**src/design/swt16_pkg.sv**
```systemverilog
package swt16_pkg;

   localparam int WORD_WIDTH    = 16;
   localparam int REG_IDX_WIDTH = 4;

   typedef logic [WORD_WIDTH-1:0]    word_t;
   typedef logic [REG_IDX_WIDTH-1:0] reg_idx_t;

   // Instruction bits 15:12, codes 10 to 15 decode as NOP
   typedef enum logic [3:0] {
      NOP = 4'd0,
      ADD = 4'd1,
      SUB = 4'd2,
      AND = 4'd3,
      OR  = 4'd4,
      XOR = 4'd5,
      LDI = 4'd6,
      LD  = 4'd7,
      ST  = 4'd8,
      BZ  = 4'd9
   } opcode_t;

   // Pc fields are full words, only the low PC_WIDTH bits are meaningful
   typedef struct packed {
      logic    valid;
      word_t   instr;
      word_t   pc;
   } if_dc_t;

   typedef struct packed {
      logic     valid;
      opcode_t  opcode;
      reg_idx_t rd;
      word_t    a;
      word_t    b;
      word_t    imm;
      word_t    pc;
   } dc_ex_t;

   typedef struct packed {
      logic     valid;
      opcode_t  opcode;
      reg_idx_t rd;
      word_t    result;
      word_t    store_data;
   } ex_mem_t;

   typedef struct packed {
      logic     en;
      reg_idx_t idx;
      word_t    data;
   } wb_t;

   typedef struct packed {
      logic  en;
      word_t addr;
      word_t data;
   } dmem_wr_t;

   // Opcodes that produce a register result
   function automatic logic writes_reg(opcode_t op);
      return op inside {ADD, SUB, AND, OR, XOR, LDI, LD};
   endfunction

endpackage
```
**src/design/fetch.sv**
```systemverilog
`timescale 1ns/100ps

module fetch #(
   parameter int PC_WIDTH     = 12,
   parameter int PC_INCREMENT = 2
) (
   input  logic                clock,
   input  logic                arst_n,
   input  swt16_pkg::word_t    pmem_word,
   input  logic                stall,
   input  logic                branch_taken,
   input  swt16_pkg::word_t    branch_pc,
   output logic [PC_WIDTH-1:0] pmem_addr,
   output swt16_pkg::if_dc_t   if_dc
);
   import swt16_pkg::*;

   word_t pc_q;
   word_t fetch_pc_q;
   logic  fetch_valid_q;
   // Copy of the stalled word, the pmem has already moved past it
   logic  hold_q;
   word_t hold_instr_q;

   assign pmem_addr = pc_q[PC_WIDTH-1:0];

   always_comb begin
      if_dc.instr = hold_q ? hold_instr_q : pmem_word;
      if_dc.pc    = fetch_pc_q;
      if_dc.valid = fetch_valid_q;
   end

   always_ff @(posedge clock or negedge arst_n) begin
      if (!arst_n) begin
         pc_q          <= '0;
         fetch_pc_q    <= '0;
         fetch_valid_q <= 1'b0;
         hold_q        <= 1'b0;
         hold_instr_q  <= '0;
      end else if (branch_taken) begin
         // Word arriving next cycle was fetched on the wrong path
         pc_q          <= branch_pc;
         fetch_valid_q <= 1'b0;
         hold_q        <= 1'b0;
      end else if (stall) begin
         hold_q        <= 1'b1;
         hold_instr_q  <= if_dc.instr;
      end else begin
         pc_q          <= pc_q + word_t'(PC_INCREMENT);
         fetch_pc_q    <= pc_q;
         fetch_valid_q <= 1'b1;
         hold_q        <= 1'b0;
      end
   end

endmodule

```
**config.mk**
```make
export PLATFORM = sky130hd
export DESIGN_NAME = fetch
export DESIGN_NICKNAME = d
export VERILOG_FILES = /design/src/design/swt16_pkg.sv /design/src/design/fetch.sv
export SDC_FILE = /design/constraint.sdc
export NUM_CORES = 1
export LEC_CHECK = 0
export BUFFER_PORTS_ARGS = -buffer_cell sky130_fd_sc_hd__buf_2
export CORE_MARGIN = 2
export CORE_UTILIZATION = 30
export DETAILED_ROUTE_END_ITERATION = 8
export PLACE_DENSITY = 0.49
export SYNTH_ARGS = -nofsm -noshare
export SYNTH_HDL_FRONTEND = slang
export SYNTH_SLANG_ARGS = --single-unit
```
**constraint.sdc**
```tcl
create_clock -name clock -period 1.75 [get_ports clock]
set_input_delay 0 -clock clock [delete_from_list [all_inputs] [get_ports clock]]
set_output_delay 0 -clock clock [all_outputs]
set_load 0.02 [all_outputs]
```
-- Yosys cells after proc, flatten, opt, wreduce, memory -nomap -nowiden
Index checks and enable logic that the tools add are counted.
- register bits: 50
- output and inout bits: 45
- word-level logic and storage cells: 18
- add/subtract/negate cells: 1
- equality and inequality tests: 1
- multiplexer cells: 7
- bitwise operators: 2
- reductions and logical operators: 2
- operators with widths (kind ; number):
    $mux W16 ; 3
    $add A16 B2 Y16 const B ; 1
    $mux W1 ; 4
    $reduce_and A2 Y1 ; 2
    $ne A2 B1 Y1 const B ; 1
    $not A1 Y1 ; 2

-- Logic depth before layout (Yosys ltp)
- depth after elaboration: 3
- mapped depth: 5

-- Worst setup path after synthesis
Ideal clock, no wire load.
- kind: reg2reg
- from: reg hold_q
- to: reg hold_instr_q[14]
- setup time: 0.125 ns
- arrival: 1.394 ns
- slack: 0.232 ns
- cell stages (with the launch flop): 5
- cells stage by stage: dfrtp_1 buf_2 buf_2 mux2_1 mux2_2
- RTL lines (item ; line ; RTL):
    start: declaration ; fetch.sv:22 ; logic hold_q;
    start signal: assignment ; fetch.sv:38 ; hold_q <= 1'b0;
    start signal: assignment ; fetch.sv:44 ; hold_q <= 1'b0;
    start signal: assignment ; fetch.sv:46 ; hold_q <= 1'b1;
    end signal: assignment ; fetch.sv:47 ; hold_instr_q <= if_dc.instr;
    end: declaration ; fetch.sv:23 ; word_t hold_instr_q;

-- Worst setup path in the final report
- from: reg pc_q[3]
- to: reg pc_q[15]
- cells in the longest elaborated chain, start to end: 3
- ends and longest elaborated chain (item ; line ; RTL):
    start: declaration ; fetch.sv:18 ; word_t pc_q;
    start signal: assignment ; fetch.sv:42 ; pc_q <= branch_pc;
    start signal: assignment ; fetch.sv:49 ; pc_q <= pc_q + word_t'(PC_INCREMENT);
    $add A16 B2 Y16 ; fetch.sv:49 ;
    $mux W16 ; fetch.sv:45 ; end else if (stall) begin
    $mux W16 ; fetch.sv:40 ; end else if (branch_taken) begin
Every way passes these cells. The select of a mux whose other input is x is not followed.
A chain may end at the register's enable or synchronous reset.

==> flow_summary.yaml <==
setup_path:
  endpoint_kind: "flop"
  crit_type: "flop to flop"
  start_kind: "flop"
  worstSetupStartpoint: "pc_q[3]"
  crit_arrival_ns: 1.65
  r2r-start: "pc_q[3]"
  required_ns: 1.94
  crit_fanout: 9
sta:
  fmax_mhz: 685
  tightestPinTransition_ns: 0.605
  final-max-slew-violation-count: 0
  fin_ws_ns: 0.291
  setup_viol: 0
  clock_skew_ns: 0.00578
  hold_ws_ns: 0.0264
  finalSetupTns_ns: 0
  finalCritPeriodShare: 0.834
  rsz0062_at_grt: "false"
  final-hold-violation-count: 0
  min_period_ns: 1.46
  relSlewSlack: 0.596
global_route:
  antenna_found_initial: 0
  grt_max_degree: 31
  first_global_vias: 1724
  grt_pass1_wl_mm: 8.45
  overflow: 0
  track_usage: 0.122
logic_synthesis:
  synth.distinct_cells: 28
  yosysSeqAreaShare: 0.505
  yosys_warnings: 0
  netlist_area_mm2: 0.00248
  synth_nets: 233
  avgSynthCellArea_um2: 12.6
  ys_seq_elements: 50
  netlist_instances: 196
power_and_ir_drop:
  ir_drop_v: 0.000403
  power.density_mw_per_mm2: 957
  p_switching_uw: 920
  seqPwrFrac: 0.479
  p_comb_frac: 0.258
  clkPwrFrac: 0.262
  switching_share: 0.300
  p_int_uw: 2140
  p_leak_uw: 0.00147
drt:
  route.detailed.vias_per_inst: 4.42
  drc_errors: 0
  met2_wirelength_mm: 2.54
  routed-wl-met3_um: 241
  routedWlPerCell_um: 13.4
  drt_iter0_drc: 41
  vias: 1722
  wirelength_mm: 5.21
  wl_met1_mm: 2.37
  antenna_left: 0
  drtPass1Iterations: 4
  highest_layer: "met4"
floorplanning:
  core_region_area_mm2: 0.00809
  ios: 81
  row_count: 33
  die_x_um: 94.9
  die_h_um: 94.9
  die_area_mm2: 0.00900
  start_util: 0.306
clock_network:
  cts_buffer_depth: 2
  path_clk_slew_ns: 0.09
  clockRootBuffer: "clkbuf_8"
  cts_sinks: 50
  cts.repair.resized: 0
  htreeDepth: 2
  tritoncts: "yes"
  cts_buffers: 5
  clk_latency_ns: 0.30
placement:
  post-place-ws_ns: 0.286
  portBuffers: 80
  dpl-instance-area_mm2: 0.00293
  hpwl_mm: 3.79
  gp_congestion: 0.709
layout:
  layout_commonest_cell: "buf_2"
  mostFrequentLayoutCells: "80 x buf_2, 50 x mux2_2, 50 x dfrtp_1"
  nets: 321
  finalInstanceArea_mm2: 0.00320
  drive_gt1_frac: 0.533
  insertedDiodeCount: 0
  fin_util: 0.396
  areaGrowthSynthToFinish_pct: 29.2
job:
  cap_viol_max_count: 0
min_path:
  min_path_type: "primary input to flop"
  hp-start: "stall"
outcome:
  status: "finished clean"
[worst max-delay path, cell delays in order (launching register included)]
cell and delay (ns):
dfrtp_1 0.49, nand3_4 0.17, nor4_2 0.33, xor2_1 0.10
mux2_2 0.26
[timing repair]
| item | 4_1_cts | 5_1_grt |
|---|---|---|
| endpoints found under the hold margin | 40 | 0 |
| buffers inserted | 0 | 0 |
| hold buffers | 17 | 0 |
[registers in the layout, summed over array words and instances, names as in the netlist]
name,cells
hold_instr_q,16
pc_q,16
fetch_pc_q,16
hold_q,1
fetch_valid_q,1
[path summary, 6_finish.rpt]
path                                  to  slack, ns  cells past startpoint
setup / recovery                pc_q[15]       0.29                      4
hold / removal             fetch_valid_q       0.03                      2
setup reg to reg                pc_q[15]       0.29                      4
hold reg to reg            fetch_pc_q[8]       0.50                      1
max in group asynchronous         hold_q       0.96                      3
min in group asynchronous  fetch_pc_q[1]       0.24                      2
[final cells by class]
cell class | instances | area, µm²
clock buffer | 7 | 76.3
clock inverter | 1 | 30.0
fill | 830 | 4890
inverter | 4 | 15.0
multi-input combinational | 119 | 1060
sequential | 50 | 1250
tap | 105 | 131
timing repair buffer | 104 | 636
[metal layers]
metal  up-vias  track usage
met5         -            0
met4         0       0.0362
met3         4       0.0295
met2        39        0.205
met1       837        0.154
li1        842            -
[power by group through the flow]
stage	clock (µW)	combinational (µW)	sequential, µW
after floorplan	0	460	1560
after global placement	0	779	1490
after detailed placement	0	781	1490
after CTS	846	812	1470
after global routing	893	872	1500
final	804	792	1470
[cells in the mapped netlist]
master | instances | share of area
o21ai_0 | 7 | 0.014
buf_2 | 5 | 0.010
nor2b_1 | 1 | 0.0025
buf_4 | 15 | 0.045
ha_1 | 1 | 0.0050
nand4_1 | 3 | 0.0076
nand4_4 | 1 | 0.0086
mux2_2 | 50 | 0.23
nand2_1 | 16 | 0.024
nor4_2 | 4 | 0.020
nand2b_1 | 1 | 0.0025
xor2_1 | 6 | 0.021
nand3_4 | 1 | 0.0071
clkbuf_1 | 3 | 0.0045
o21ai_1 | 6 | 0.012
nor3_1 | 4 | 0.0081
mux2i_1 | 1 | 0.0040
nor2_2 | 1 | 0.0025
inv_1 | 4 | 0.0061
xnor2_1 | 8 | 0.028
mux2_1 | 1 | 0.0045
nand3_1 | 2 | 0.0040
nor2_1 | 1 | 0.0015
a21oi_1 | 1 | 0.0020
and3b_1 | 1 | 0.0035
nand4b_4 | 1 | 0.0096
dfrtp_1 | 50 | 0.51
nand3b_4 | 1 | 0.0081
[cell families after synthesis]
family                   count (synthesis)  synth area share
adder cells (fa/ha/maj)                  1           0.00505
AO/OA/AOI/OAI                           14            0.0283
buffers and inverters                   27            0.0662
flip-flops                              50             0.505
multiplexers                            52             0.236
XOR/XNOR                                14            0.0495
AND/OR/NAND/NOR                         38             0.110
[metrics by stage]
| stage | total power [µW] | std cells |
|---|---|---|
| floorplan | 2020 | 196 |
| global placement | 2260 | 365 |
| detailed placement | 2270 | 365 |
| CTS | 3130 | 390 |
| global route | 3260 | 390 |
| finish | 3060 | 390 |
Note: power is estimated with default switching activity, not from simulation.
