**src/design/swt16_pkg.sv**
```systemverilog
package swt16_pkg;

   localparam int WORD_WIDTH    = 16;
   localparam int REG_IDX_WIDTH = 4;

   typedef logic [WORD_WIDTH-1:0]    word_t;
   typedef logic [REG_IDX_WIDTH-1:0] reg_idx_t;

   // Instruction bits 15:12, codes 10 to 15 decode as NOP
   typedef enum logic [3:0] {
      NOP = 4'd0,
      ADD = 4'd1,
      SUB = 4'd2,
      AND = 4'd3,
      OR  = 4'd4,
      XOR = 4'd5,
      LDI = 4'd6,
      LD  = 4'd7,
      ST  = 4'd8,
      BZ  = 4'd9
   } opcode_t;

   // Pc fields are full words, only the low PC_WIDTH bits are meaningful
   typedef struct packed {
      logic    valid;
      word_t   instr;
      word_t   pc;
   } if_dc_t;

   typedef struct packed {
      logic     valid;
      opcode_t  opcode;
      reg_idx_t rd;
      word_t    a;
      word_t    b;
      word_t    imm;
      word_t    pc;
   } dc_ex_t;

   typedef struct packed {
      logic     valid;
      opcode_t  opcode;
      reg_idx_t rd;
      word_t    result;
      word_t    store_data;
   } ex_mem_t;

   typedef struct packed {
      logic     en;
      reg_idx_t idx;
      word_t    data;
   } wb_t;

   typedef struct packed {
      logic  en;
      word_t addr;
      word_t data;
   } dmem_wr_t;

   // Opcodes that produce a register result
   function automatic logic writes_reg(opcode_t op);
      return op inside {ADD, SUB, AND, OR, XOR, LDI, LD};
   endfunction

endpackage
```
**src/design/regfile.sv**
```systemverilog
`timescale 1ns/100ps

module regfile (
   input  logic                 clock,
   input  logic                 arst_n,
   input  swt16_pkg::wb_t       wb,
   input  swt16_pkg::reg_idx_t  rd_idx_a,
   input  swt16_pkg::reg_idx_t  rd_idx_b,
   output swt16_pkg::word_t     rd_a,
   output swt16_pkg::word_t     rd_b
);
   import swt16_pkg::*;

   word_t regs [2**REG_IDX_WIDTH];

   always_ff @(posedge clock or negedge arst_n) begin
      if (!arst_n) begin
         for (int i = 0; i < 2**REG_IDX_WIDTH; i++)
            regs[i] <= '0;
      end else if (wb.en && wb.idx != '0) begin
         regs[wb.idx] <= wb.data;
      end
   end

   // r0 is hardwired, a same-cycle write passes straight through
   assign rd_a = (rd_idx_a == '0) ? '0 :
                 (wb.en && wb.idx == rd_idx_a) ? wb.data : regs[rd_idx_a];
   assign rd_b = (rd_idx_b == '0) ? '0 :
                 (wb.en && wb.idx == rd_idx_b) ? wb.data : regs[rd_idx_b];

endmodule

```
**src/design/decoder.sv**
```systemverilog
`timescale 1ns/100ps

module decoder (
   input  logic                clock,
   input  logic                arst_n,
   input  swt16_pkg::if_dc_t   if_dc,
   input  logic                flush,
   input  swt16_pkg::ex_mem_t  ex_fwd,
   input  swt16_pkg::wb_t      wb,
   output swt16_pkg::dc_ex_t   dc_ex,
   output logic                stall
);
   import swt16_pkg::*;

   opcode_t  op;
   reg_idx_t idx_a;
   reg_idx_t idx_b;
   logic     use_a;
   logic     use_b;
   word_t    rf_a;
   word_t    rf_b;

   // Decode register, operands are patched on the way out
   dc_ex_t   dc_q;
   reg_idx_t idx_a_q;
   reg_idx_t idx_b_q;
   logic     use_a_q;
   logic     use_b_q;

   // Younger result first, loads are not ready in the EX/MEM register
   function automatic word_t forward(reg_idx_t idx, word_t raw, ex_mem_t ex, wb_t w);
      word_t value;
      value = raw;
      if (idx != '0) begin
         if (ex.valid && ex.opcode != LD && writes_reg(ex.opcode) && ex.rd == idx)
            value = ex.result;
         else if (w.en && w.idx == idx)
            value = w.data;
      end
      return value;
   endfunction

   always_comb begin
      if (if_dc.instr[15:12] > BZ)
         op = NOP;
      else
         op = opcode_t'(if_dc.instr[15:12]);
      // BZ tests the register in the rd field
      idx_a = (op == BZ) ? if_dc.instr[11:8] : if_dc.instr[7:4];
      idx_b = if_dc.instr[3:0];
      case (op)
         ADD, SUB, AND, OR, XOR, ST: begin
            use_a = 1'b1;
            use_b = 1'b1;
         end
         LD, BZ: begin
            use_a = 1'b1;
            use_b = 1'b0;
         end
         default: begin
            use_a = 1'b0;
            use_b = 1'b0;
         end
      endcase
   end

   regfile regfile_inst (
      .clock    (clock),
      .arst_n   (arst_n),
      .wb       (wb),
      .rd_idx_a (idx_a),
      .rd_idx_b (idx_b),
      .rd_a     (rf_a),
      .rd_b     (rf_b)
   );

   // Load still in MEM, its data shows up on wb one cycle later
   assign stall = dc_q.valid && ex_fwd.valid && ex_fwd.opcode == LD && ex_fwd.rd != '0 &&
                  ((use_a_q && idx_a_q == ex_fwd.rd) || (use_b_q && idx_b_q == ex_fwd.rd));

   always_comb begin
      dc_ex       = dc_q;
      dc_ex.a     = forward(idx_a_q, dc_q.a, ex_fwd, wb);
      dc_ex.b     = forward(idx_b_q, dc_q.b, ex_fwd, wb);
      dc_ex.valid = dc_q.valid && !stall;
   end

   always_ff @(posedge clock or negedge arst_n) begin
      if (!arst_n) begin
         dc_q    <= '0;
         idx_a_q <= '0;
         idx_b_q <= '0;
         use_a_q <= 1'b0;
         use_b_q <= 1'b0;
      end else if (flush) begin
         dc_q.valid <= 1'b0;
      end else if (stall) begin
         // Keep what wb forwards now, it is gone next cycle
         dc_q.a <= dc_ex.a;
         dc_q.b <= dc_ex.b;
      end else begin
         dc_q.valid  <= if_dc.valid;
         dc_q.opcode <= op;
         dc_q.rd     <= if_dc.instr[11:8];
         dc_q.a      <= rf_a;
         dc_q.b      <= rf_b;
         dc_q.imm    <= {{(WORD_WIDTH-8){if_dc.instr[7]}}, if_dc.instr[7:0]};
         dc_q.pc     <= if_dc.pc;
         idx_a_q     <= idx_a;
         idx_b_q     <= idx_b;
         use_a_q     <= use_a;
         use_b_q     <= use_b;
      end
   end

endmodule

```
**config.mk**
```make
export PLATFORM = sky130hd
export DESIGN_NAME = decoder
export DESIGN_NICKNAME = d
export VERILOG_FILES = /design/src/design/swt16_pkg.sv /design/src/design/regfile.sv /design/src/design/decoder.sv
export SDC_FILE = /design/constraint.sdc
export NUM_CORES = 1
export LEC_CHECK = 0
export BUFFER_PORTS_ARGS = -buffer_cell sky130_fd_sc_hd__buf_2
export CAP_MARGIN = 40
export CORE_MARGIN = 5
export CORE_UTILIZATION = 53
export DETAILED_ROUTE_END_ITERATION = 10
export GPL_TIMING_DRIVEN = 0
export PLACE_DENSITY = 0.73
export SYNTH_ARGS = -nofsm -noshare
export SYNTH_HDL_FRONTEND = slang
export SYNTH_SLANG_ARGS = --single-unit
```
**constraint.sdc**
```tcl
create_clock -name clock -period 3.2 [get_ports clock]
set_clock_uncertainty 0.1 [all_clocks]
set_input_delay 0.48 -clock clock [delete_from_list [all_inputs] [get_ports clock]]
set_output_delay 0.48 -clock clock [all_outputs]
set_load 0.03 [all_outputs]
```
## Word-level counts from Yosys, hierarchy flattened

Memory sizes are Yosys's and may differ from the RTL's. A register that Yosys moved wholly into a read port is not among the register bits.
Cells that the tools add are included.

- $lt $le $gt $ge: 5
- Bitwise gates (word level): 5
- Equal/unequal tests: 18
- Divide/modulo/power cells: 0
- Reduce and logical (&&, ||, !) cells: 28
- Shift operators: 0
- Mux-type cells: 24
- $add $sub $neg: 0
- Multiply operators: 0

Operators with widths:

| cell | count |
|---|---|
| 256-bit bitwise mux | 1 |
| 16-bit two-way mux | 15 |
| 16-bit binary-select mux with 4-bit select | 2 |
| 16-bit demux with 4-bit select | 1 |
| 4-bit == test | 8 |
| 32-bit two-way mux | 1 |
| 1-bit logical AND | 17 |
| 4-bit by 3-bit == test with 1-bit output, second input constant | 4 |
| 4-bit nonzero test | 4 |
| 5-bit greater-or-equal comparator, second input constant | 3 |
| 4-bit inverter with 5-bit output | 3 |
| 9-bit two-way mux | 1 |
| 4-bit by 2-bit == test with 1-bit output, second input constant | 2 |
| 4-bit zero test | 2 |
| 4-bit two-way mux | 2 |
| 7-bit nonzero test | 1 |
| 5-bit by 1-bit < comparator with 1-bit output, second input constant | 1 |
| 4-bit by 1-bit == test with 1-bit output, second input constant | 1 |
| 4-bit == test, second input constant | 1 |
| 4-bit > comparator, second input constant | 1 |
| 4-bit by 3-bit != test with 1-bit output, second input constant | 1 |
| 1-bit zero test | 2 |
| 2-bit != test, second input constant | 1 |
| 1-bit inverter | 2 |
| other kinds (3) | 3 |

- Output and inout port bits: 74
- RAM bits: 0
- Input port bits: 98
- Register bits after elaboration: 329
- Memories: 1
- Bits in read-only memories: 32
- Logic and storage cells: 106
- Bits in latches: 0

Memory list:

| name | words | bits a word | read ports | clocked after memory_dff | wr ports | RTL line | text |
|---|---|---|---|---|---|---|---|
| (no name shown) | 16 | 2 | 1 | 1 | 0 | decoder.sv:51 | `case (op)` |

## Logic depth before layout (Yosys ltp)

Gate-level depths: netlist of run 1.

- Depth in word-level cells: 11
- Gate-level depth with buffers: 11
- Depth with buffers taken out: 7

## By module

From an unflattened synthesis of run 1, not the netlist that was laid out.

- Cell total of the unflattened synthesis: 1486
- Area total of the unflattened synthesis: 18474.0 um^2

Modules (own cells, without submodules):

| module | seq. area each (um^2) | times used | cells an instance | area each (um^2) |
|---|---|---|---|---|
| regfile | 6406.1 | 1 | 1048 | 14044.7 |
| decoder | 1776.7 | 1 | 438 | 4429.2 |

## Worst setup path after synthesis of run 1

OpenSTA, ideal clock, no wires.

- Kind: input -> output
- From: input ex_fwd[36] (netlist name)
- To: output dc_ex[37] (netlist name)
- Stages on the path: 8
- Data required time: 2620 ps
- Path buffers: 2
- Setup slack: 3 ps
- Data arrival time: 2617 ps
- Cell sequence: nor3_1 nor3_1 and2_1 clkbuf_1 nor2_1 buf_2 a22oi_1 o21ai_0

RTL lines:

| what | RTL line | text |
|---|---|---|
| from (decl) | decoder.sv:8 | `input swt16_pkg::ex_mem_t ex_fwd,` |
| to (decl) | decoder.sv:10 | `output swt16_pkg::dc_ex_t dc_ex,` |

==> results.cfg, run 1 <==
[logic_synthesis]
synth_edf_count = 0
seq_area_frac_synth_pct = 46.0
ys_async_sr_fraction_pct = 100
ys_ff_latch = 327
syn_area_per_cell_um2 = 11.3
synth_top_area_share_pct = 46.0
ys.flop_type = dfrtp_1
yosys-top-cells-area = dfrtp_1 46%, mux2_2 11%, mux4_2 10%, mux2i_1 4.7%, o21ai_0 4.4%
synth_cells = 1579
yosysUniqueCellTypes = 56
yosys.area.top_type = dfrtp_1
synth_warnings = 0
netlist_area_mm2 = 0.0178
synth_nets = 1677

[power]
p_sw_mw = 4.07
p_seq_share_pct = 43.5
ir_drop_v = 0.000280
switching_share_pct = 31.7
pwr-share-comb_pct = 24.4
p_int_mw = 8.76
p_clk_share_pct = 32.1
leakage_nw = 9.10
powerDensity_mw_per_mm2 = 620

[route]
routed_wirelength_mm = 59.6
routed_via_density = 6.54
drc_errors = 0
wire_per_inst_um = 26.3
drtAntennaViolNets = 0
firstDrtPassIters = 5
num_vias = 14800
drt_iter0_markers = 1819

[sta]
fmax_ghz = 0.315
relSlewSlack_pct = 34.4
min_period_over_period_pct = 99.3
finalHoldViolCount = 0
tns_ns = 0
tightest_slew_ns = 0.984
hold_slack_ns = 0.0378
rsz0062_at_grt = true
drv_slew = 0
finalSetupViolations = 0
period_minus_slack_ns = 3.18

[die]
start_util_pct = 53.3
coreArea_mm2 = 0.0334
die_height_um = 193
fp.dieW_um = 193
ios = 172
fp.dieArea_mm2 = 0.0373
rows = 67

[finish]
syn_to_final_growth_pct = 16.4
seqCellArea_mm2 = 0.00819
multi_input_area_mm2 = 0.00861
fillers = 2725
layout.nets = 1886
layout_common_cells = 322 x dfrtp_1, 193 x nand2_1, 172 x mux2_2, 160 x buf_2, 158 x o21ai_0
layout_commonest_cell = dfrtp_1
drive_above_1_share_pct = 32.7

[setup_path]
crit_required_ns = 2.62
crit_fanout = 10
crit_path_end_kind = output pin
cp_slowest_cell = dfrtp_2
max_stage_delay_ns = 0.46
cp_num_buf_inv = 3
cp.arrival_ns = 2.60
cpLargestDelayFamily = buffers and inverters
path_cells = xor2_1 > nor4_2 > buf_4 > and2_4 > nor2_4 > clkbuf_4 > a22oi_1 > o21ai_0 > buf_2
critPathLaunchType = register
ff2ff_setup_slack_ns = 0.25
worstSetupPathType = register to output pin

[grt]
grtUsageMet3_pct = 8.89
antenna_found_initial = 2
gr-usage-met1_pct = 44.2
grt_pass1_wl_mm = 88.6
grt_usage_pct = 31.5
grtUsageMet2_pct = 47.4
grt_pass1_vias = 14400
grt_start_max_net_pins = 101
busiest_layer = met2
overflow = 0

[placement]
io_buffers = 148
hpwl_mm = 43.3
gp_congestion = 0.983

[cts]
cts_tree = built
cts_root_buffer = clkbuf_16
cts_sinks = 327
cts_buffers = 36
clkTransAtPathRegs_ns = 0.06
ctsLongestPathBuffers = 3
cts_max_level = 2
insertion_delay_ns = 0.54

[run_status]
status = complete, no violations

[run]
cap_violations = 0

[hold_path]
hold_class = input pin to register
[repair_timing]
item / CTS / global route
pin swaps: 2 / 3
hold endpoints to repair: 64 / 0
setup endpoints to repair: 28 / 23
hold buffers: 1 / 0
resized for setup: 16 / 32
buffers inserted: 2 / 7
[registers in the layout, summed over array words and instances (netlist names)]
name	flops
regfile_inst.regs	256
use_a_q	1
idx_a_q	4
dc_ex	32
use_b_q	1
dc_q	33
[through the flow]
step / power [mW] / util [%] / cell area, µm² / instances / setup WS (ns)
floorplan: 7.53 / - / 17800 / 1579 / 0.00299
global placement: 8.47 / 57.2 / 19100 / 2175 / -4.58
detailed placement: 8.63 / 57.9 / 19300 / 2190 / -0.441
CTS: 12.7 / 61.6 / 20500 / 2256 / 0.00268
global route: 13.3 / 62.0 / 20700 / 2263 / -0.0726
finish: 12.8 / 62.0 / 20700 / 2264 / 0.0223
[synthesized netlist by cell type, drive strengths merged (2+ instances only)]
library cell and instances:
a21o 2, or3 4, xor2 14, a211o 15, a21oi 55, clkbuf 106
mux2i 84, a22oi 17, mux4 80, mux2 172, nand3b 3, nand4 3
nand2b 12, inv 33, nor2b 4, a221oi 62, buf 86, a2111oi 2
and2 2, nor3 4, xnor2 10, nand2 193, o21ai 159, nor2 22
nor4 9, nand3 50, dfrtp 327, o221ai 31
[area by class of cell]
type	count	share of cell area (%)
Antenna cell	1	0.0121
Buffer	190	4.77
Clock buffer	52	5.03
Clock inverter	13	0.617
Inverter	33	0.598
Multi-Input combinational cell	1027	41.6
Sequential cell	327	39.6
Tap cell	448	2.71
Timing Repair Buffer	173	5.10
[worst paths after layout]
path / from / endpoint / depth (start not counted)
setup / recovery: dc_ex[16] / dc_ex[46] / 9
hold / removal: if_dc[2] / dc_ex[2] / 3
setup reg to reg: dc_ex[16] / dc_q[45] / 10
hold reg to reg: dc_ex[6] / dc_ex[6] / 2
max in group asynchronous: arst_n / regfile_inst.regs[29] / 4
min in group asynchronous: arst_n / dc_ex[13] / 2
[logic make-up (layout without fill, tap and decap cells)]
logic type / count (synthesis) / count (layout) / share of synthesized area (%)
compound gates: 356 / 356 / 13.0
xor+xnor: 24 / 24 / 1.18
buf+inv: 225 / 461 / 6.20
flops: 327 / 327 / 46.0
mux: 336 / 336 / 25.8
other cells: 0 / 1 / 0
simple gates: 311 / 311 / 7.85
[worst reg2reg max path, cell delays in order (launching register included)]
cell      delay [ns]
dfrtp_2         0.46
xor2_1          0.19
nor4_2          0.26
buf_4           0.16
a22oi_1         0.11
nor4_2          0.32
buf_4           0.18
buf_2           0.25
nand2_1         0.26
clkbuf_1        0.30
o221ai_1        0.26
[power by group through the flow]
stage                     sequential, mW  combinational, mW  clock [mW]
after detailed placement            5.61               3.02           0
final                               5.58               3.13        4.11
after global routing                5.67               3.34        4.33
after CTS                           5.55               3.04        4.15
after global placement              5.56               2.91           0
after floorplan                     5.40               2.13           0
[per-layer routing]
layer | vias to the layer above | part of all wire, % | wire [µm]
met3 | 194 | 13 | 7770
met5 | - | 0.029 | 17
met1 | 7357 | 39 | 23400
met2 | 1041 | 44 | 26000
met4 | 2 | 4.1 | 2430
li1 | 6214 | - | -
Note: power is estimated with default switching activity, not from simulation.
==> run 2, diff against run 1 <==
Settings changed: PLACE_DENSITY 0.73 to 0.75.
Clock period 3.2 ns to 2.65 ns, I/O delays scaled along.
==> run 2 against run 1 <==
  * First-iteration DRC count is 12% higher
  * Largest cell class unchanged
  * Sequential power increased by 22%
  * Worst hold slack worse by 0.025 ns
  * The run now ends with negative setup slack left
  * Sequential share of layout area is 2.6 points lower
  * Register-to-register slack worse by 0.25 ns
  * Core utilization is 4.3 points higher
  * Final cell count grew 2.0%
  * Sequential cell count stayed put
  * Highest routed layer unchanged
  * Die area is the same
  * Via count up 5.8%
  * Global-route usage grew 1.3 points
  * Cell area grew 7.0%
==> results.cfg, run 2 (same netlist as run 1, synthesis figures left out) <==
[cts]
cts_tree = built
clkTransAtPathRegs_ns = 0.06
ctsLongestPathBuffers = 3
cts_buffers = 36
cts_max_level = 2
insertion_delay_ns = 0.54
cts_root_buffer = clkbuf_16
cts_sinks = 327

[finish]
regMostFlops = regfile_inst.regs
layout_common_cells = 319 x dfrtp_1, 175 x nand2_1, 172 x mux2_2, 142 x o21ai_0, 132 x buf_2
layout.nets = 1932
drive_above_1_share_pct = 38.4
final_cell_area_mm2 = 0.0221
layout_commonest_cell = dfrtp_1
multi_input_area_mm2 = 0.00916
seqCellArea_mm2 = 0.00819
fillers = 2317
syn_to_final_growth_pct = 24.5
utilization_pct = 66.4
largest_reg_flops = 256

[die]
rows = 67
coreArea_mm2 = 0.0334
fp.dieArea_mm2 = 0.0373
ios = 172
die_height_um = 193
start_util_pct = 53.3
fp.dieW_um = 193

[route]
wl_met1_mm = 23.4
routed_via_density = 6.78
drtAntennaViolNets = 0
wl_met3_mm = 8.23
wl_met2_mm = 28.7
firstDrtPassIters = 6
num_vias = 15700
routed.top_layer = met5
routed_wirelength_mm = 64.6
drc_errors = 0
wire_per_inst_um = 27.9
drt_iter0_markers = 2043

[grt]
grt_pass1_vias = 15400
antenna_found_initial = 4
grt_pass1_wl_mm = 92.9
grt_usage_pct = 32.8
grt_start_max_net_pins = 106
overflow = 0

[power]
leakage_nw = 9.63
p_int_mw = 11.1
p_seq_share_pct = 41.5
p_sw_mw = 5.22
p_clk_share_pct = 32.1
pwr-share-comb_pct = 26.4
switching_share_pct = 31.9
ir_drop_v = 0.000428
powerDensity_mw_per_mm2 = 738

[setup_path]
crit_fanout = 5
max_stage_delay_ns = 0.44
path_cells = xor2_1 > nor3_1 > nand3_1 > nor2_4 > buf_6 > buf_8 > a22oi_2 > o21ai_1 > buf_4
crit_required_ns = 2.15
crit_path_end_kind = output pin
cp_slowest_cell = dfrtp_2
cp.arrival_ns = 2.55
worstSetupPathType = register to output pin
critPathLaunchType = register

[sta]
fmax_ghz = 0.329
rsz0062_at_grt = true
finalSetupViolations = 35
min_period_over_period_pct = 115
period_minus_slack_ns = 3.04
relSlewSlack_pct = 34.9
tightest_slew_ns = 0.973
drv_slew = 0
setup_ws_ns = -0.394
finalHoldViolCount = 0

[placement]
hpwl_mm = 42.9
io_buffers = 148
dpl_cell_area_mm2 = 0.0193
post-place-ws_ns = -0.884
gp_congestion = 0.971

[run_status]
status = finished with violations
violations = negative setup slack

[run]
cap_violations = 0

[hold_path]
hold_class = input pin to register
run 2: changes by cell type in the layout (fill, tap and decap cells not counted), moves of 13 or more:
cell and change:
a22oi_1 -13, o221ai_4 +15, clkbuf_1 -24, buf_6 +44, o21ai_0 -16, dlygate4sd3_1 +17
a22oi_2 +13, o21ai_2 +13, buf_4 +17, buf_2 -28, nand2_1 -18
run 2: power by group through the flow:
stage / sequential (mW) / clock, mW / combinational (mW)
final: 6.78 / 5.25 / 4.31
after global routing: 6.88 / 5.46 / 4.56
after detailed placement: 6.78 / 0 / 3.67
after global placement: 6.70 / 0 / 3.52
after CTS: 6.71 / 5.24 / 4.00
after floorplan: 6.52 / 0 / 2.60
run 2: final cells by class:
type,count,share of cell area [%]
multi-input combinational,1027,41.4
tap,448,2.53
buffer,187,5.05
antenna,2,0.0226
clock inverter,18,0.961
clock buffer,46,4.56
inverter,33,0.560
sequential,327,37.0
timing repair buffer,222,7.93
run 2: final timing paths:
kind / startpoint / to / slack [ns] / cells past startpoint
max: dc_ex[17] / dc_ex[37] / -0.39 / 9
min: if_dc[22] / dc_ex[22] / 0.01 / 3
max reg2reg: idx_a_q[0] / dc_q[56] / 0 / 9
min reg2reg: dc_ex[11] / dc_ex[11] / 0.38 / 2
max in group asynchronous: arst_n / regfile_inst.regs[40] / 0.82 / 4
min in group asynchronous: arst_n / dc_q[40] / 0.26 / 2
run 2: metal layers:
layer / GRT usage, % / up-vias
li1: - / 6319
met1: 42.8 / 7760
met2: 50.6 / 1236
met3: 10.4 / 346
met4: 15.2 / 2
met5: 0 / -
run 2: what timing repair did:
item                                   in CTS  in global routing
setup endpoints to repair                 120                 88
gates resized for setup                   181                 87
endpoints found under the hold margin      54                  0
buffers inserted                           26                 13
pin swaps                                  30                 33
gates cloned                                2                  1
hold buffers                               18                  0
run 2: through the flow:
step                      setup TNS, ns  hold WS [ns]  cells  total power, mW
final                             -9.03        0.0133   2310             16.3
after CTS                         -6.33       0.00222   2296             16.0
after floorplan                  -0.510       0.00191   1579             9.12
after detailed placement         -83.22         0.193   2190             10.4
after global routing             -11.50        0.0374   2308             16.9
after global placement         -1722.62         0.355   2175             10.2
run 2: worst max-delay path, delay by kind of cell, from the launching register on:
kind	cells	cell delay, ns
flops	1	0.44
xor+xnor	1	0.17
compound gates	2	0.25
simple gates	3	0.71
buf+inv	3	0.46
