<file path="src/design/swt16_pkg.sv">
package swt16_pkg;

   localparam int WORD_WIDTH    = 16;
   localparam int REG_IDX_WIDTH = 4;

   typedef logic [WORD_WIDTH-1:0]    word_t;
   typedef logic [REG_IDX_WIDTH-1:0] reg_idx_t;

   // Instruction bits 15:12, codes 10 to 15 decode as NOP
   typedef enum logic [3:0] {
      NOP = 4'd0,
      ADD = 4'd1,
      SUB = 4'd2,
      AND = 4'd3,
      OR  = 4'd4,
      XOR = 4'd5,
      LDI = 4'd6,
      LD  = 4'd7,
      ST  = 4'd8,
      BZ  = 4'd9
   } opcode_t;

   // Pc fields are full words, only the low PC_WIDTH bits are meaningful
   typedef struct packed {
      logic    valid;
      word_t   instr;
      word_t   pc;
   } if_dc_t;

   typedef struct packed {
      logic     valid;
      opcode_t  opcode;
      reg_idx_t rd;
      word_t    a;
      word_t    b;
      word_t    imm;
      word_t    pc;
   } dc_ex_t;

   typedef struct packed {
      logic     valid;
      opcode_t  opcode;
      reg_idx_t rd;
      word_t    result;
      word_t    store_data;
   } ex_mem_t;

   typedef struct packed {
      logic     en;
      reg_idx_t idx;
      word_t    data;
   } wb_t;

   typedef struct packed {
      logic  en;
      word_t addr;
      word_t data;
   } dmem_wr_t;

   // Opcodes that produce a register result
   function automatic logic writes_reg(opcode_t op);
      return op inside {ADD, SUB, AND, OR, XOR, LDI, LD};
   endfunction

endpackage
</file>
<file path="src/design/exec.sv">
`timescale 1ns/100ps

module exec #(
   parameter int PC_INCREMENT = 2
) (
   input  logic                clock,
   input  logic                arst_n,
   input  swt16_pkg::dc_ex_t   dc_ex,
   output swt16_pkg::ex_mem_t  ex_mem,
   output logic                branch_taken,
   output swt16_pkg::word_t    branch_pc
);
   import swt16_pkg::*;

   word_t result;
   word_t offset;

   always_comb begin
      case (dc_ex.opcode)
         ADD:     result = dc_ex.a + dc_ex.b;
         SUB:     result = dc_ex.a - dc_ex.b;
         AND:     result = dc_ex.a & dc_ex.b;
         OR:      result = dc_ex.a | dc_ex.b;
         XOR:     result = dc_ex.a ^ dc_ex.b;
         LDI:     result = dc_ex.imm;
         // Data address for the memory stage
         LD, ST:  result = dc_ex.a;
         default: result = '0;
      endcase
   end

   // Offset counts instructions, scale to pc units
   assign offset    = dc_ex.imm * word_t'(PC_INCREMENT);
   assign branch_pc = dc_ex.pc + offset;

   // Doubles as the flush of fetch and decode
   assign branch_taken = dc_ex.valid && dc_ex.opcode == BZ && dc_ex.a == '0;

   always_ff @(posedge clock or negedge arst_n) begin
      if (!arst_n) begin
         ex_mem <= '0;
      end else begin
         ex_mem.valid      <= dc_ex.valid;
         ex_mem.opcode     <= dc_ex.opcode;
         ex_mem.rd         <= dc_ex.rd;
         ex_mem.result     <= result;
         ex_mem.store_data <= dc_ex.b;
      end
   end

endmodule

</file>
<file path="config.mk">
export PLATFORM = sky130hd
export DESIGN_NAME = exec
export DESIGN_NICKNAME = d
export VERILOG_FILES = /design/src/design/swt16_pkg.sv /design/src/design/exec.sv
export SDC_FILE = /design/constraint.sdc
export NUM_CORES = 1
export LEC_CHECK = 0
export BUFFER_PORTS_ARGS = -buffer_cell sky130_fd_sc_hd__clkbuf_2
export CORE_MARGIN = 3
export CORE_UTILIZATION = 50
export CTS_CLUSTER_DIAMETER = 50
export DETAILED_ROUTE_END_ITERATION = 8
export PLACE_DENSITY_LB_ADDON = 0.2
export SLEW_MARGIN = 20
export SYNTH_ARGS = -nofsm -noshare
export SYNTH_HDL_FRONTEND = slang
export SYNTH_SLANG_ARGS = --single-unit
export TNS_END_PERCENT = 30
</file>
<file path="constraint.sdc">
create_clock -name clock -period 3.4 [get_ports clock]
set_input_delay 0.51 -clock clock [delete_from_list [all_inputs] [get_ports clock]]
set_output_delay 0.51 -clock clock [all_outputs]
set_load 0.02 [all_outputs]
</file>
### Yosys cells after proc, flatten, opt, wreduce, memory -nomap -nowiden

Index checks and enable logic that the tools add are counted.

| word-level totals | value |
|---|---|
| word-level logic and storage cells | 25 |
| output and inout port bits | 58 |
| bits in registers | 41 |
| bits of input ports | 75 |

| operators by class | value |
|---|---|
| bitwise operators | 3 |
| multiplexer cells | 1 |
| reduce and logical (&&, ||, !) cells | 4 |
| equality and inequality tests | 9 |
| add/subtract/negate cells | 3 |

Operators with widths:

| operator | count |
|---|---|
| $pmux 16 s7 | 1 |
| $add 16x16->16 | 2 |
| $and 16x16->16 | 1 |
| $eq 4x3->1 const B | 4 |
| $logic_not 16->1 | 1 |
| $or 16x16->16 | 1 |
| $sub 16x16->16 | 1 |
| $xor 16x16->16 | 1 |
| $eq 4x2->1 const B | 2 |
| $eq 4x4->1 const B | 2 |
| $eq 4x1->1 const B | 1 |
| $logic_and 1x1->1 | 2 |
| $reduce_or 2->1 | 1 |

### Logic depth before layout (Yosys ltp)

Gate-level depths: netlist of run 1.

| logic depth | value |
|---|---|
| depth in word-level cells | 3 |
| mapped depth | 14 |
| depth with buffers taken out | 14 |

### Worst setup path after synthesis of run 1

No wires, ideal clock.

| timing | value |
|---|---|
| path type | input -> register |
| from | input dc_ex[68] (netlist name) |
| to | register ex_mem[28] (netlist name) |
| slack | 0.353 ns |
| stages | 13 |
| path buffers | 1 |
| data arrival time | 2.914 ns |
| required time | 3.267 ns |
| setup time | 0.133 ns |
| cells stage by stage | nand2b_1 > or3_2 > clkbuf_8 > nand2_1 > o21ai_0 > fa_1 > inv_1 > a21oi_1 > o21ai_1 > a31oi_1 > o311ai_0 > xnor2_1 > o21ai_0 |

| on the way | value |
|---|---|
| longest elaborated chain between the ends | 3 |
| elaborated cells on any way between the ends | 10 |
| those cells by class | eq/ne (8); mux (1); reduce/logical (1) |

RTL lines:

| item | line | text |
|---|---|---|
| from (decl) | exec.sv:8 | `input swt16_pkg::dc_ex_t dc_ex,` |
| $eq 4x3->1 or $eq 4x4->1 (tied branches) | exec.sv:19 | `case (dc_ex.opcode)` |
| $reduce_or 2->1 | exec.sv:19 |  |
| $pmux 16 s7 * | exec.sv:19 |  |
| net result[12] | exec.sv:15 | `word_t result;` |
| to (decl) | exec.sv:9 | `output swt16_pkg::ex_mem_t ex_mem,` |

The timed path passes the listed nets; every way through them passes the cells marked *.

### Worst setup path after layout of run 1

| timing | value |
|---|---|
| from | input dc_ex[36] (netlist name) |
| to | register ex_mem[29] (netlist name) |

| on the way | value |
|---|---|
| longest elaborated chain between the ends | 2 |
| elaborated cells on any way between the ends | 3 |
| those cells by class | add/sub (2); mux (1) |

RTL lines:

| item | line |
|---|---|
| $sub 16x16->16 or $add 16x16->16 (tied branches) | exec.sv:21, exec.sv:20 |
| $pmux 16 s7 * | exec.sv:19 |
| net result[13] | exec.sv:15 |

Marks and branches as above.

==> metrics.txt, run 1 <==
CP required=3.61 ns; htree depth=2; most frequent cells in the layout=129 x clkbuf_2, 62 x ha_1, 48 x inv_1, 41 x dfrtp_1, 35 x a21oi_1; max reg flops=around 40; critical path class=primary input to register; unrepaired setup endpoints after global routing=no; number of global-route vias before repair=3846; total CTS buffers=5; DR WL/cell=16.4 µm; IO Count=133; cells along the critical path=clkbuf_2 > or3_4 > nor3b_1 > buf_4 > nand2_1 > nand2_1 > xnor2_1 > ha_1 > a21oi_1 > a21oi_1 > o21a_1 > o31ai_1 > mux2_2 > o21ai_0; HP Class=primary input to register; # Post-CTS Setup Buffers=0; leak pwr=between 2 and 2.5 nW; GRT Total Usage=0.263; Biggest register=ex_mem; element type at the critical path start=primary input; WL final=10900 µm; Finish-stage setup viols=0; VDD IR max=0.156 mV; Synth area leaders=dfrtp_1 27%, ha_1 21%, xnor2_1 6.8%, a21oi_1 4.8%, inv_1 4.8%; Core Area=7060 µm²; Worst-Margin Slew=0.930 ns; initial drt markers=about 180; Mapped Cells=~420; Crit path largest cell delay=0.43 ns; Crit. End Element=register; grt ovf=0; crit-path max FO=8; Pwr Density=between 300 and 400 nW/µm²; P&R area growth vs syn=24.7%; synthesized area per cell=8.93 µm²; async set-reset flop share out of synthesis=1.00; residual DRC count=0; Fmax=between 300 and 400 MHz; Largest regs=ex_mem x41; Vias per Instance=5.56; yosys synthesis warning count=0; Yosys reg bits=41; Hold Vio Cnt, Final=0; Stages on worst setup path=14; Antenna Violating Nets Remaining=0; antenna diode count=0; layout net count=704; setup slack after layout=0.228 ns; Fill cells=620; Root Buffer=clkbuf_8; Seq/Total Area, Yosys=0.273; relative slew slack=0.380; initial antenna violation count=0; area leader, netlist=dfrtp_1; crit path from=dc_ex[36]; via count=approximately 3700; Hold Crit Start=dc_ex[66]; layout cells sized above 1=0.290; post-synth net total=560; chip width=slightly above 90 µm; Final HPWL DP=8890 µm; TritonRoute pass-1 iters=4; CTS max path bufs=2; Std-Cell Rows=30; clock-pin slew on the worst setup and hold paths=around 0.080 ns; CTS-repair resized insts=0; synthesized area=3760 µm²; Initial Utilization=0.533; most common cell after layout, fill and taps aside=clkbuf_2; crit path to=ex_mem[29]; worst path arrival time=3.38 ns; slowest CP cell=or3_4; worst slack, placed=-0.0328 ns; CTS tree=yes; clock sink count=41; EDFF count, synth=0; outcome=complete, no violations; Port Buffers=130; Final Max Slew Viols=0; fin util=0.664; post-synth top area share=0.273; hold_buf cts=0; final period utilization=0.933; count of different cell masters after synthesis=51; global-route wire length before repair=about 18000 µm; largest net degree at the start of global routing=42; Main synth FF type=dfrtp_1; Buf/Inv on CP=2; Die Area=between 8000 and 9000 µm²; Die Ht=slightly above 90 µm; Max-Cap Viols=0; GP Congestion=approximately 0.91; CP top delay family=simple AND/OR/NAND/NOR gates; post-route minimum period=3.17 ns
[metal layers]
metal  global-route usage  wire length, µm  up-vias
met5                    0                0        -
met3               0.0512              929       23
met1                0.341             4750     1696
met4               0.0806              229        0
li1                     -                -     1791
met2                0.442             4940      170
[worst min path at each step]
stage	to	slack, ns	depth (start not counted)
3_5_place_dp	ex_mem[35]	0.62	1
3_3_place_gp	ex_mem[34]	0.62	1
5_1_grt	ex_mem[35]	0.31	1
2_1_floorplan	ex_mem[0]	0.21	0
4_1_cts	ex_mem[34]	0.31	1
6_report	ex_mem[34]	0.32	1
[Yosys cell counts (2+ instances only)]
library cell,instances
clkbuf_1,3
xor2_1,12
nand3_1,5
a22oi_1,5
a221o_1,13
o211ai_1,2
a31oi_1,4
o21bai_1,3
o21ai_1,3
nor3_1,4
o31ai_1,4
nor4_1,4
nor2_1,15
ha_1,62
nand2_1,32
or3_1,2
buf_2,4
o21a_1,2
a21o_1,8
inv_1,48
and4_1,2
o2111ai_1,2
nor2b_1,5
nand4_1,4
mux2_2,2
fa_1,2
o21ai_0,31
nand2b_1,8
a211oi_1,3
a21oi_1,36
o221ai_1,2
xnor2_1,29
a221oi_1,2
dfrtp_1,41
[kinds of logic after synthesis]
family                   synth area share
AO/OA/AOI/OAI                       0.226
AND/OR/NAND/NOR                     0.118
buffers and inverters              0.0619
flip-flops                          0.273
multiplexers                      0.00865
XOR/XNOR                           0.0955
adder cells (fa/ha/maj)             0.217
[metrics by stage]
step / hold WS, ns / setup TNS, ns / cell area, µm² / instances / total power (W)
2_1_floorplan: 0.214 / 0 / 3760 / 421 / 0.000980
3_3_place_gp: 0.618 / -0.0541 / 4600 / 654 / 0.00121
3_5_place_dp: 0.620 / -0.0328 / 4600 / 654 / 0.00123
4_1_cts: 0.315 / 0 / 4680 / 662 / 0.00155
5_1_grt: 0.306 / 0 / 4690 / 662 / 0.00165
6_report: 0.320 / 0 / 4690 / 662 / 0.00154
[layout make-up]
class / instances / area, µm² / share of cell area
inverters: 48 / 180 / 0.0384
repair buffers: 146 / 771 / 0.164
multi-input cells: 323 / 2500 / 0.534
clock inverters: 3 / 17.5 / 0.00374
well taps: 96 / 120 / 0.0256
flip-flops and latches: 41 / 1030 / 0.219
clock buffers: 5 / 68.8 / 0.0147
[where the power goes]
group | leakage (nW) | switching, W | total, W | internal (W)
sequential | 0.500 | 0.00000975 | 0.000535 | 0.000525
combinational | 1.91 | 0.000419 | 0.000689 | 0.000271
clock | 0.0439 | 0.000179 | 0.000321 | 0.000142
total | 2.45 | 0.000607 | 0.00154 | 0.000938
Power figures use the tool's default switching activity.
==> run 2, diff against run 1 <==
CORE_UTILIZATION = 40   (was 50)
==> run 2 against run 1 <==
Against the previous run: critical path depth down 2; maximum frequency down 0.96%; total power up 5.0%; largest power group unchanged.
==> metrics.txt, run 2 (synthesis gave the netlist of run 1 again) <==
outcome=complete, no violations (unchanged); via count=3720 (was 3680); TritonRoute pass-1 iters=4 (unchanged); Cell Count, Final, Fillers Out=677 (was 662); relative slew slack=0.374 (was 0.380); slowest CP cell=fa_1 (was or3_4); Pwr Density=342 nW/µm² (was 329 nW/µm²); Buf/Inv on CP=3 (was 2); Fmax=312 MHz (was 315 MHz); Worst-Margin Slew=0.940 ns (was 0.930 ns); Biggest register=ex_mem (unchanged); largest net degree at the start of global routing=42 (unchanged); global-route wire length before repair=18000 µm (was 18100 µm); busiest grt layer=met2 (unchanged); leak pwr=2.48 nW (was 2.45 nW); critical path class=primary input to output pin (was primary input to register); WL final=11600 µm (was 10900 µm); Flop pwr share=0.330 (was 0.346); Antenna Violating Nets Remaining=0 (unchanged); element type at the critical path start=primary input (unchanged); CP top delay family=compound AO/OA/AOI/OAI gates (was simple AND/OR/NAND/NOR gates); HP Class=primary input to register (unchanged); Die Area=10600 µm² (was 8600 µm²); IO Count=133 (unchanged); residual DRC count=0 (unchanged); worst path arrival time=2.69 ns (was 3.38 ns); cells along the critical path=clkbuf_2 > ha_1 > inv_1 > fa_1 > nand2b_1 > a21oi_1 > a21oi_1 > o2111a_1 > o21bai_1 > a21oi_1 > xnor2_1 > clkbuf_2 (was clkbuf_2 > or3_4 > nor3b_1 > buf_4 > nand2_1 > nand2_1 > xnor2_1 > ha_1 > a21oi_1 > a21oi_1 > o21a_1 > o31ai_1 > mux2_2 > o21ai_0); final period utilization=0.942 (was 0.933); Core Area=8930 µm² (was 7060 µm²); Vias per Instance=5.49 (was 5.56); DR WL/cell=17.1 µm (was 16.4 µm); P_int=0.00101 W (was 0.000938 W); crit path from=dc_ex[16] (was dc_ex[36]); Die Ht=103 µm (was 92.7 µm); layout net count=708 (was 704); Hold Path Stages=1 (unchanged); VDD IR max=0.154 mV (was 0.156 mV); Max-Cap Viols=0 (unchanged); Inst Count DP=670 (was 654); max reg flops=41 (unchanged); met2 usage=0.345 (was 0.442); CTS max path bufs=2 (unchanged); clock-pin slew on the worst setup and hold paths=0.08 ns (about the same); Stages on worst setup path=12 (was 14); htree depth=2 (unchanged); Hold Crit Start=dc_ex[65] (was dc_ex[66]); switching power total=0.000610 W (was 0.000607 W); sw frac=0.376 (was 0.393); # Post-CTS Setup Buffers=0 (unchanged); Fill cells=841 (was 620); layout cells sized above 1=0.292 (was 0.290); Final Max Slew Viols=0 (unchanged); hold_ws=0.313 ns (was 0.320 ns); most frequent cells in the layout=129 x clkbuf_2, 62 x ha_1, 48 x inv_1, 41 x dfrtp_1, 36 x a21oi_1 (was 129 x clkbuf_2, 62 x ha_1, 48 x inv_1, 41 x dfrtp_1, 35 x a21oi_1); Final HPWL DP=9320 µm (was 8890 µm); setup_tns=0 ns (unchanged); Largest regs=ex_mem x41 (unchanged); worst slack, placed=0.0739 ns (was -0.0328 ns); Initial Utilization=0.421 (was 0.533); total CTS buffers=5 (unchanged); Port Buffers=130 (unchanged); grt ovf=0 (unchanged); Std-Cell Rows=34 (was 30); post-route minimum period=3.20 ns (was 3.17 ns); fin util=0.531 (was 0.664); most common cell after layout, fill and taps aside=clkbuf_2 (unchanged); unrepaired setup endpoints after global routing=no (unchanged); crit-path max FO=3 (was 8); Root Buffer=clkbuf_8 (unchanged); Crit path largest cell delay=0.39 ns (was 0.43 ns); P&R area growth vs syn=26.3% (was 24.7%); chip width=103 µm (was 92.7 µm); clock sink count=41 (unchanged); setup slack after layout=0.197 ns (was 0.228 ns); CTS tree=yes (unchanged); hold_buf cts=0 (unchanged); Hold Vio Cnt, Final=0 (unchanged); GRT Total Usage=0.219 (was 0.263); GP Congestion=0.975 (was 0.913); Clock Power Share=0.242 (was 0.208); Finish-stage setup viols=0 (unchanged); CTS-repair resized insts=0 (unchanged); Crit path top cell by count=a21oi_1; CP required=2.89 ns (was 3.61 ns); initial antenna violation count=0 (unchanged); antenna diode count=0 (unchanged); met3 usage=0.0271 (was 0.0512); grt met1 use=0.309 (was 0.341); number of global-route vias before repair=3642 (was 3846); Logic pwr share=0.427 (was 0.446); initial drt markers=167 (was 175); Crit. End Element=output pin (was register)
-- run 2: cell types whose count changed in the layout (fill, tap and decap cells not counted) --
cell / delta
clkinv_2: -1
bufinv_16: +1
a21oi_2: -1
a21oi_1: +1
buf_4: +4
clkinvlp_4: -1
-- run 2: worst paths after layout --
check | endpoint
max | branch_pc[15]
min | ex_mem[33]
max in group asynchronous | ex_mem[33]
min in group asynchronous | ex_mem[14]
-- run 2: final cells by class --
type,instances,area (µm²),share of cell area
clock buffers,5,68.8,0.0145
flip-flops and latches,41,1030,0.216
repair buffers,150,801,0.169
multi-input cells,323,2500,0.527
well taps,108,135,0.0285
inverters,48,180,0.0380
clock inverters,2,35.0,0.00738
-- run 2: power by group through the flow --
stage	Combinational (W)	Sequential (W)	Clock [W]
floorplan	0.000384	0.000596	0
finish	0.000693	0.000535	0.000393
global placement	0.000676	0.000545	0
detailed placement	0.000687	0.000546	0
CTS	0.000691	0.000536	0.000410
global route	0.000763	0.000539	0.000418
-- run 2: metal layers --
layer  share of wire  routed length (µm)
met5               0                   0
met4           0.019                 217
met3           0.082                 949
met2            0.45                5150
met1            0.45                5240
-- run 2: per-stage QoR --
stage | power [W] | cell area, µm²
after floorplan | 0.000980 | 3760
after global placement | 0.00122 | 4640
after detailed placement | 0.00123 | 4640
after CTS | 0.00164 | 4750
after global routing | 0.00172 | 4750
final | 0.00162 | 4750
==> run 3, diff against run 2 <==
--- a/config.mk
+++ b/config.mk
@@ -6,5 +6,5 @@
 export NUM_CORES = 1
 export LEC_CHECK = 0
-export BUFFER_PORTS_ARGS = -buffer_cell sky130_fd_sc_hd__clkbuf_2
+export BUFFER_PORTS_ARGS = -buffer_cell sky130_fd_sc_hd__buf_2
 export CORE_MARGIN = 3
 export CORE_UTILIZATION = 40
==> constraint.sdc (replaced) <==
create_clock -name clock -period 3.4 [get_ports clock]
set_input_delay 0.51 -clock clock [delete_from_list [all_inputs] [get_ports clock]]
set_output_delay 0.51 -clock clock [all_outputs]
set_load 0.05 [all_outputs]
==> run 3 against run 2 <==
Against the previous run: design area is 0.18% higher; via count is 0.24% lower; combinational power is 26% higher; maximum frequency is 0.43% lower; wire length is 1.1% higher; largest power group unchanged.
==> metrics.txt, run 3 (synthesis gave the netlist of run 1 again) <==
total CTS buffers=5 (unchanged); chip width=103 µm (unchanged); WL final=11700 µm (was 11600 µm); Fmax=311 MHz (was 312 MHz); TritonRoute pass-1 iters=4 (unchanged); Fill cells=863 (was 841); via count=3711 (was 3720); global-route wire length before repair=18300 µm (was 18000 µm); critical path class=primary input to output pin (unchanged); Final Max Slew Viols=0 (unchanged); relative slew slack=0.371 (was 0.374); CTS max path bufs=2 (unchanged); Biggest register=ex_mem (unchanged); CP top delay family=compound AO/OA/AOI/OAI gates (unchanged); HP Class=primary input to register (unchanged); VDD IR max=0.173 mV (was 0.154 mV); final period utilization=0.946 (was 0.942); layout cells sized above 1=0.292 (unchanged); unrepaired setup endpoints after global routing=no (unchanged); most frequent cells in the layout=130 x buf_2, 62 x ha_1, 48 x inv_1, 41 x dfrtp_1, 36 x a21oi_1 (was 129 x clkbuf_2, 62 x ha_1, 48 x inv_1, 41 x dfrtp_1, 36 x a21oi_1); initial antenna violation count=0 (unchanged); htree depth=2 (unchanged); grt ovf=0 (unchanged); CP required=2.89 ns (about the same); Std-Cell Rows=34 (unchanged); initial drt markers=147 (was 167); Port Buffers=130 (unchanged); CTS tree=yes (unchanged); Crit path largest cell delay=0.40 ns (was 0.39 ns); GRT Total Usage=0.220 (was 0.219); IO Count=133 (unchanged); P&R area growth vs syn=26.5% (was 26.3%); hold_buf cts=0 (unchanged); CTS-repair resized insts=0 (unchanged); Initial Utilization=0.421 (unchanged); max reg flops=41 (unchanged); Vias per Instance=5.48 (was 5.49); Hold Vio Cnt, Final=0 (unchanged); Crit. End Element=output pin (unchanged); post-route minimum period=3.22 ns (was 3.20 ns); Worst-Margin Slew=0.944 ns (was 0.940 ns); Final HPWL DP=9410 µm (was 9320 µm); # Post-CTS Setup Buffers=0 (unchanged); DR WL/cell=17.3 µm (was 17.1 µm); Largest regs=ex_mem x41 (unchanged); most common cell after layout, fill and taps aside=buf_2 (was clkbuf_2); worst path arrival time=2.71 ns (was 2.69 ns); Core Area=8930 µm² (unchanged); Die Area=10600 µm² (unchanged); Max-Cap Viols=0 (unchanged); Pwr Density=387 nW/µm² (was 342 nW/µm²); Finish-stage setup viols=0 (unchanged); residual DRC count=0 (unchanged); slowest CP cell=fa_1 (unchanged); largest net degree at the start of global routing=42 (unchanged); Power, Total=0.00184 W (was 0.00162 W); setup_tns=0 ns (unchanged); leak pwr=2.47 nW (was 2.48 nW); Antenna Violating Nets Remaining=0 (unchanged); Root Buffer=clkbuf_8 (unchanged); Buf/Inv on CP=3 (unchanged); GP Congestion=0.928 (was 0.975); element type at the critical path start=primary input (unchanged); outcome=complete, no violations (unchanged); number of global-route vias before repair=3544 (was 3642); Die Ht=103 µm (unchanged); layout net count=707 (was 708); clock-pin slew on the worst setup and hold paths=0.09 ns (was 0.08 ns); cells along the critical path=buf_2 > ha_1 > inv_1 > fa_1 > nand2b_1 > a21oi_1 > a21oi_1 > o2111a_1 > o21bai_1 > a21oi_1 > xnor2_1 > buf_2 (was clkbuf_2 > ha_1 > inv_1 > fa_1 > nand2b_1 > a21oi_1 > a21oi_1 > o2111a_1 > o21bai_1 > a21oi_1 > xnor2_1 > clkbuf_2); Crit path top cell by count=a21oi_1 (unchanged); antenna diode count=0 (unchanged); crit-path max FO=2 (was 3); clock sink count=41 (unchanged)
run 3: per-stage QoR:
| step | setup slack (ns) | std cells | hold WS (ns) | util | instance area [µm²] |
|---|---|---|---|---|---|
| after floorplan | 0.0269 | 421 | 0.214 | - | 3760 |
| after global placement | 0.151 | 669 | 0.618 | 0.519 | 4640 |
| after detailed placement | 0.0971 | 669 | 0.620 | 0.519 | 4640 |
| after CTS | 0.180 | 677 | 0.304 | 0.532 | 4760 |
| after global routing | 0.0302 | 677 | 0.302 | 0.532 | 4760 |
| final | 0.183 | 677 | 0.308 | 0.532 | 4760 |
run 3: final timing paths:
check	cells past startpoint	endpoint	slack, ns	from
worst max-delay path	12	branch_pc[15]	0.18	dc_ex[16]
worst min-delay path	1	ex_mem[32]	0.31	dc_ex[64]
max in group asynchronous	1	ex_mem[6]	2.47	arst_n
min in group asynchronous	1	ex_mem[14]	0.34	arst_n
run 3: layer usage:
| layer | track usage | wire length (µm) | share of wire |
|---|---|---|---|
| met3 | 0.0291 | 979 | 0.084 |
| met1 | 0.315 | 5230 | 0.45 |
| met2 | 0.350 | 5330 | 0.46 |
| met5 | 0 | 0 | 0 |
| met4 | 0.0548 | 146 | 0.012 |
run 3: area by class of cell:
cell class | instances | area, µm² | area share
clock buffer | 6 | 82.6 | 0.0174
clock inverter | 2 | 37.5 | 0.00789
inverter | 48 | 180 | 0.0379
multi-input combinational | 323 | 2500 | 0.526
sequential | 41 | 1030 | 0.216
tap | 108 | 135 | 0.0284
timing repair buffer | 149 | 793 | 0.167
run 3: power by group:
part	switching (W)	internal (W)	leakage, nW
Clock	0.000194	0.000239	0.0574
Combinational	0.000595	0.000277	1.91
Sequential	0.00000854	0.000525	0.500
Total	0.000798	0.00104	2.47
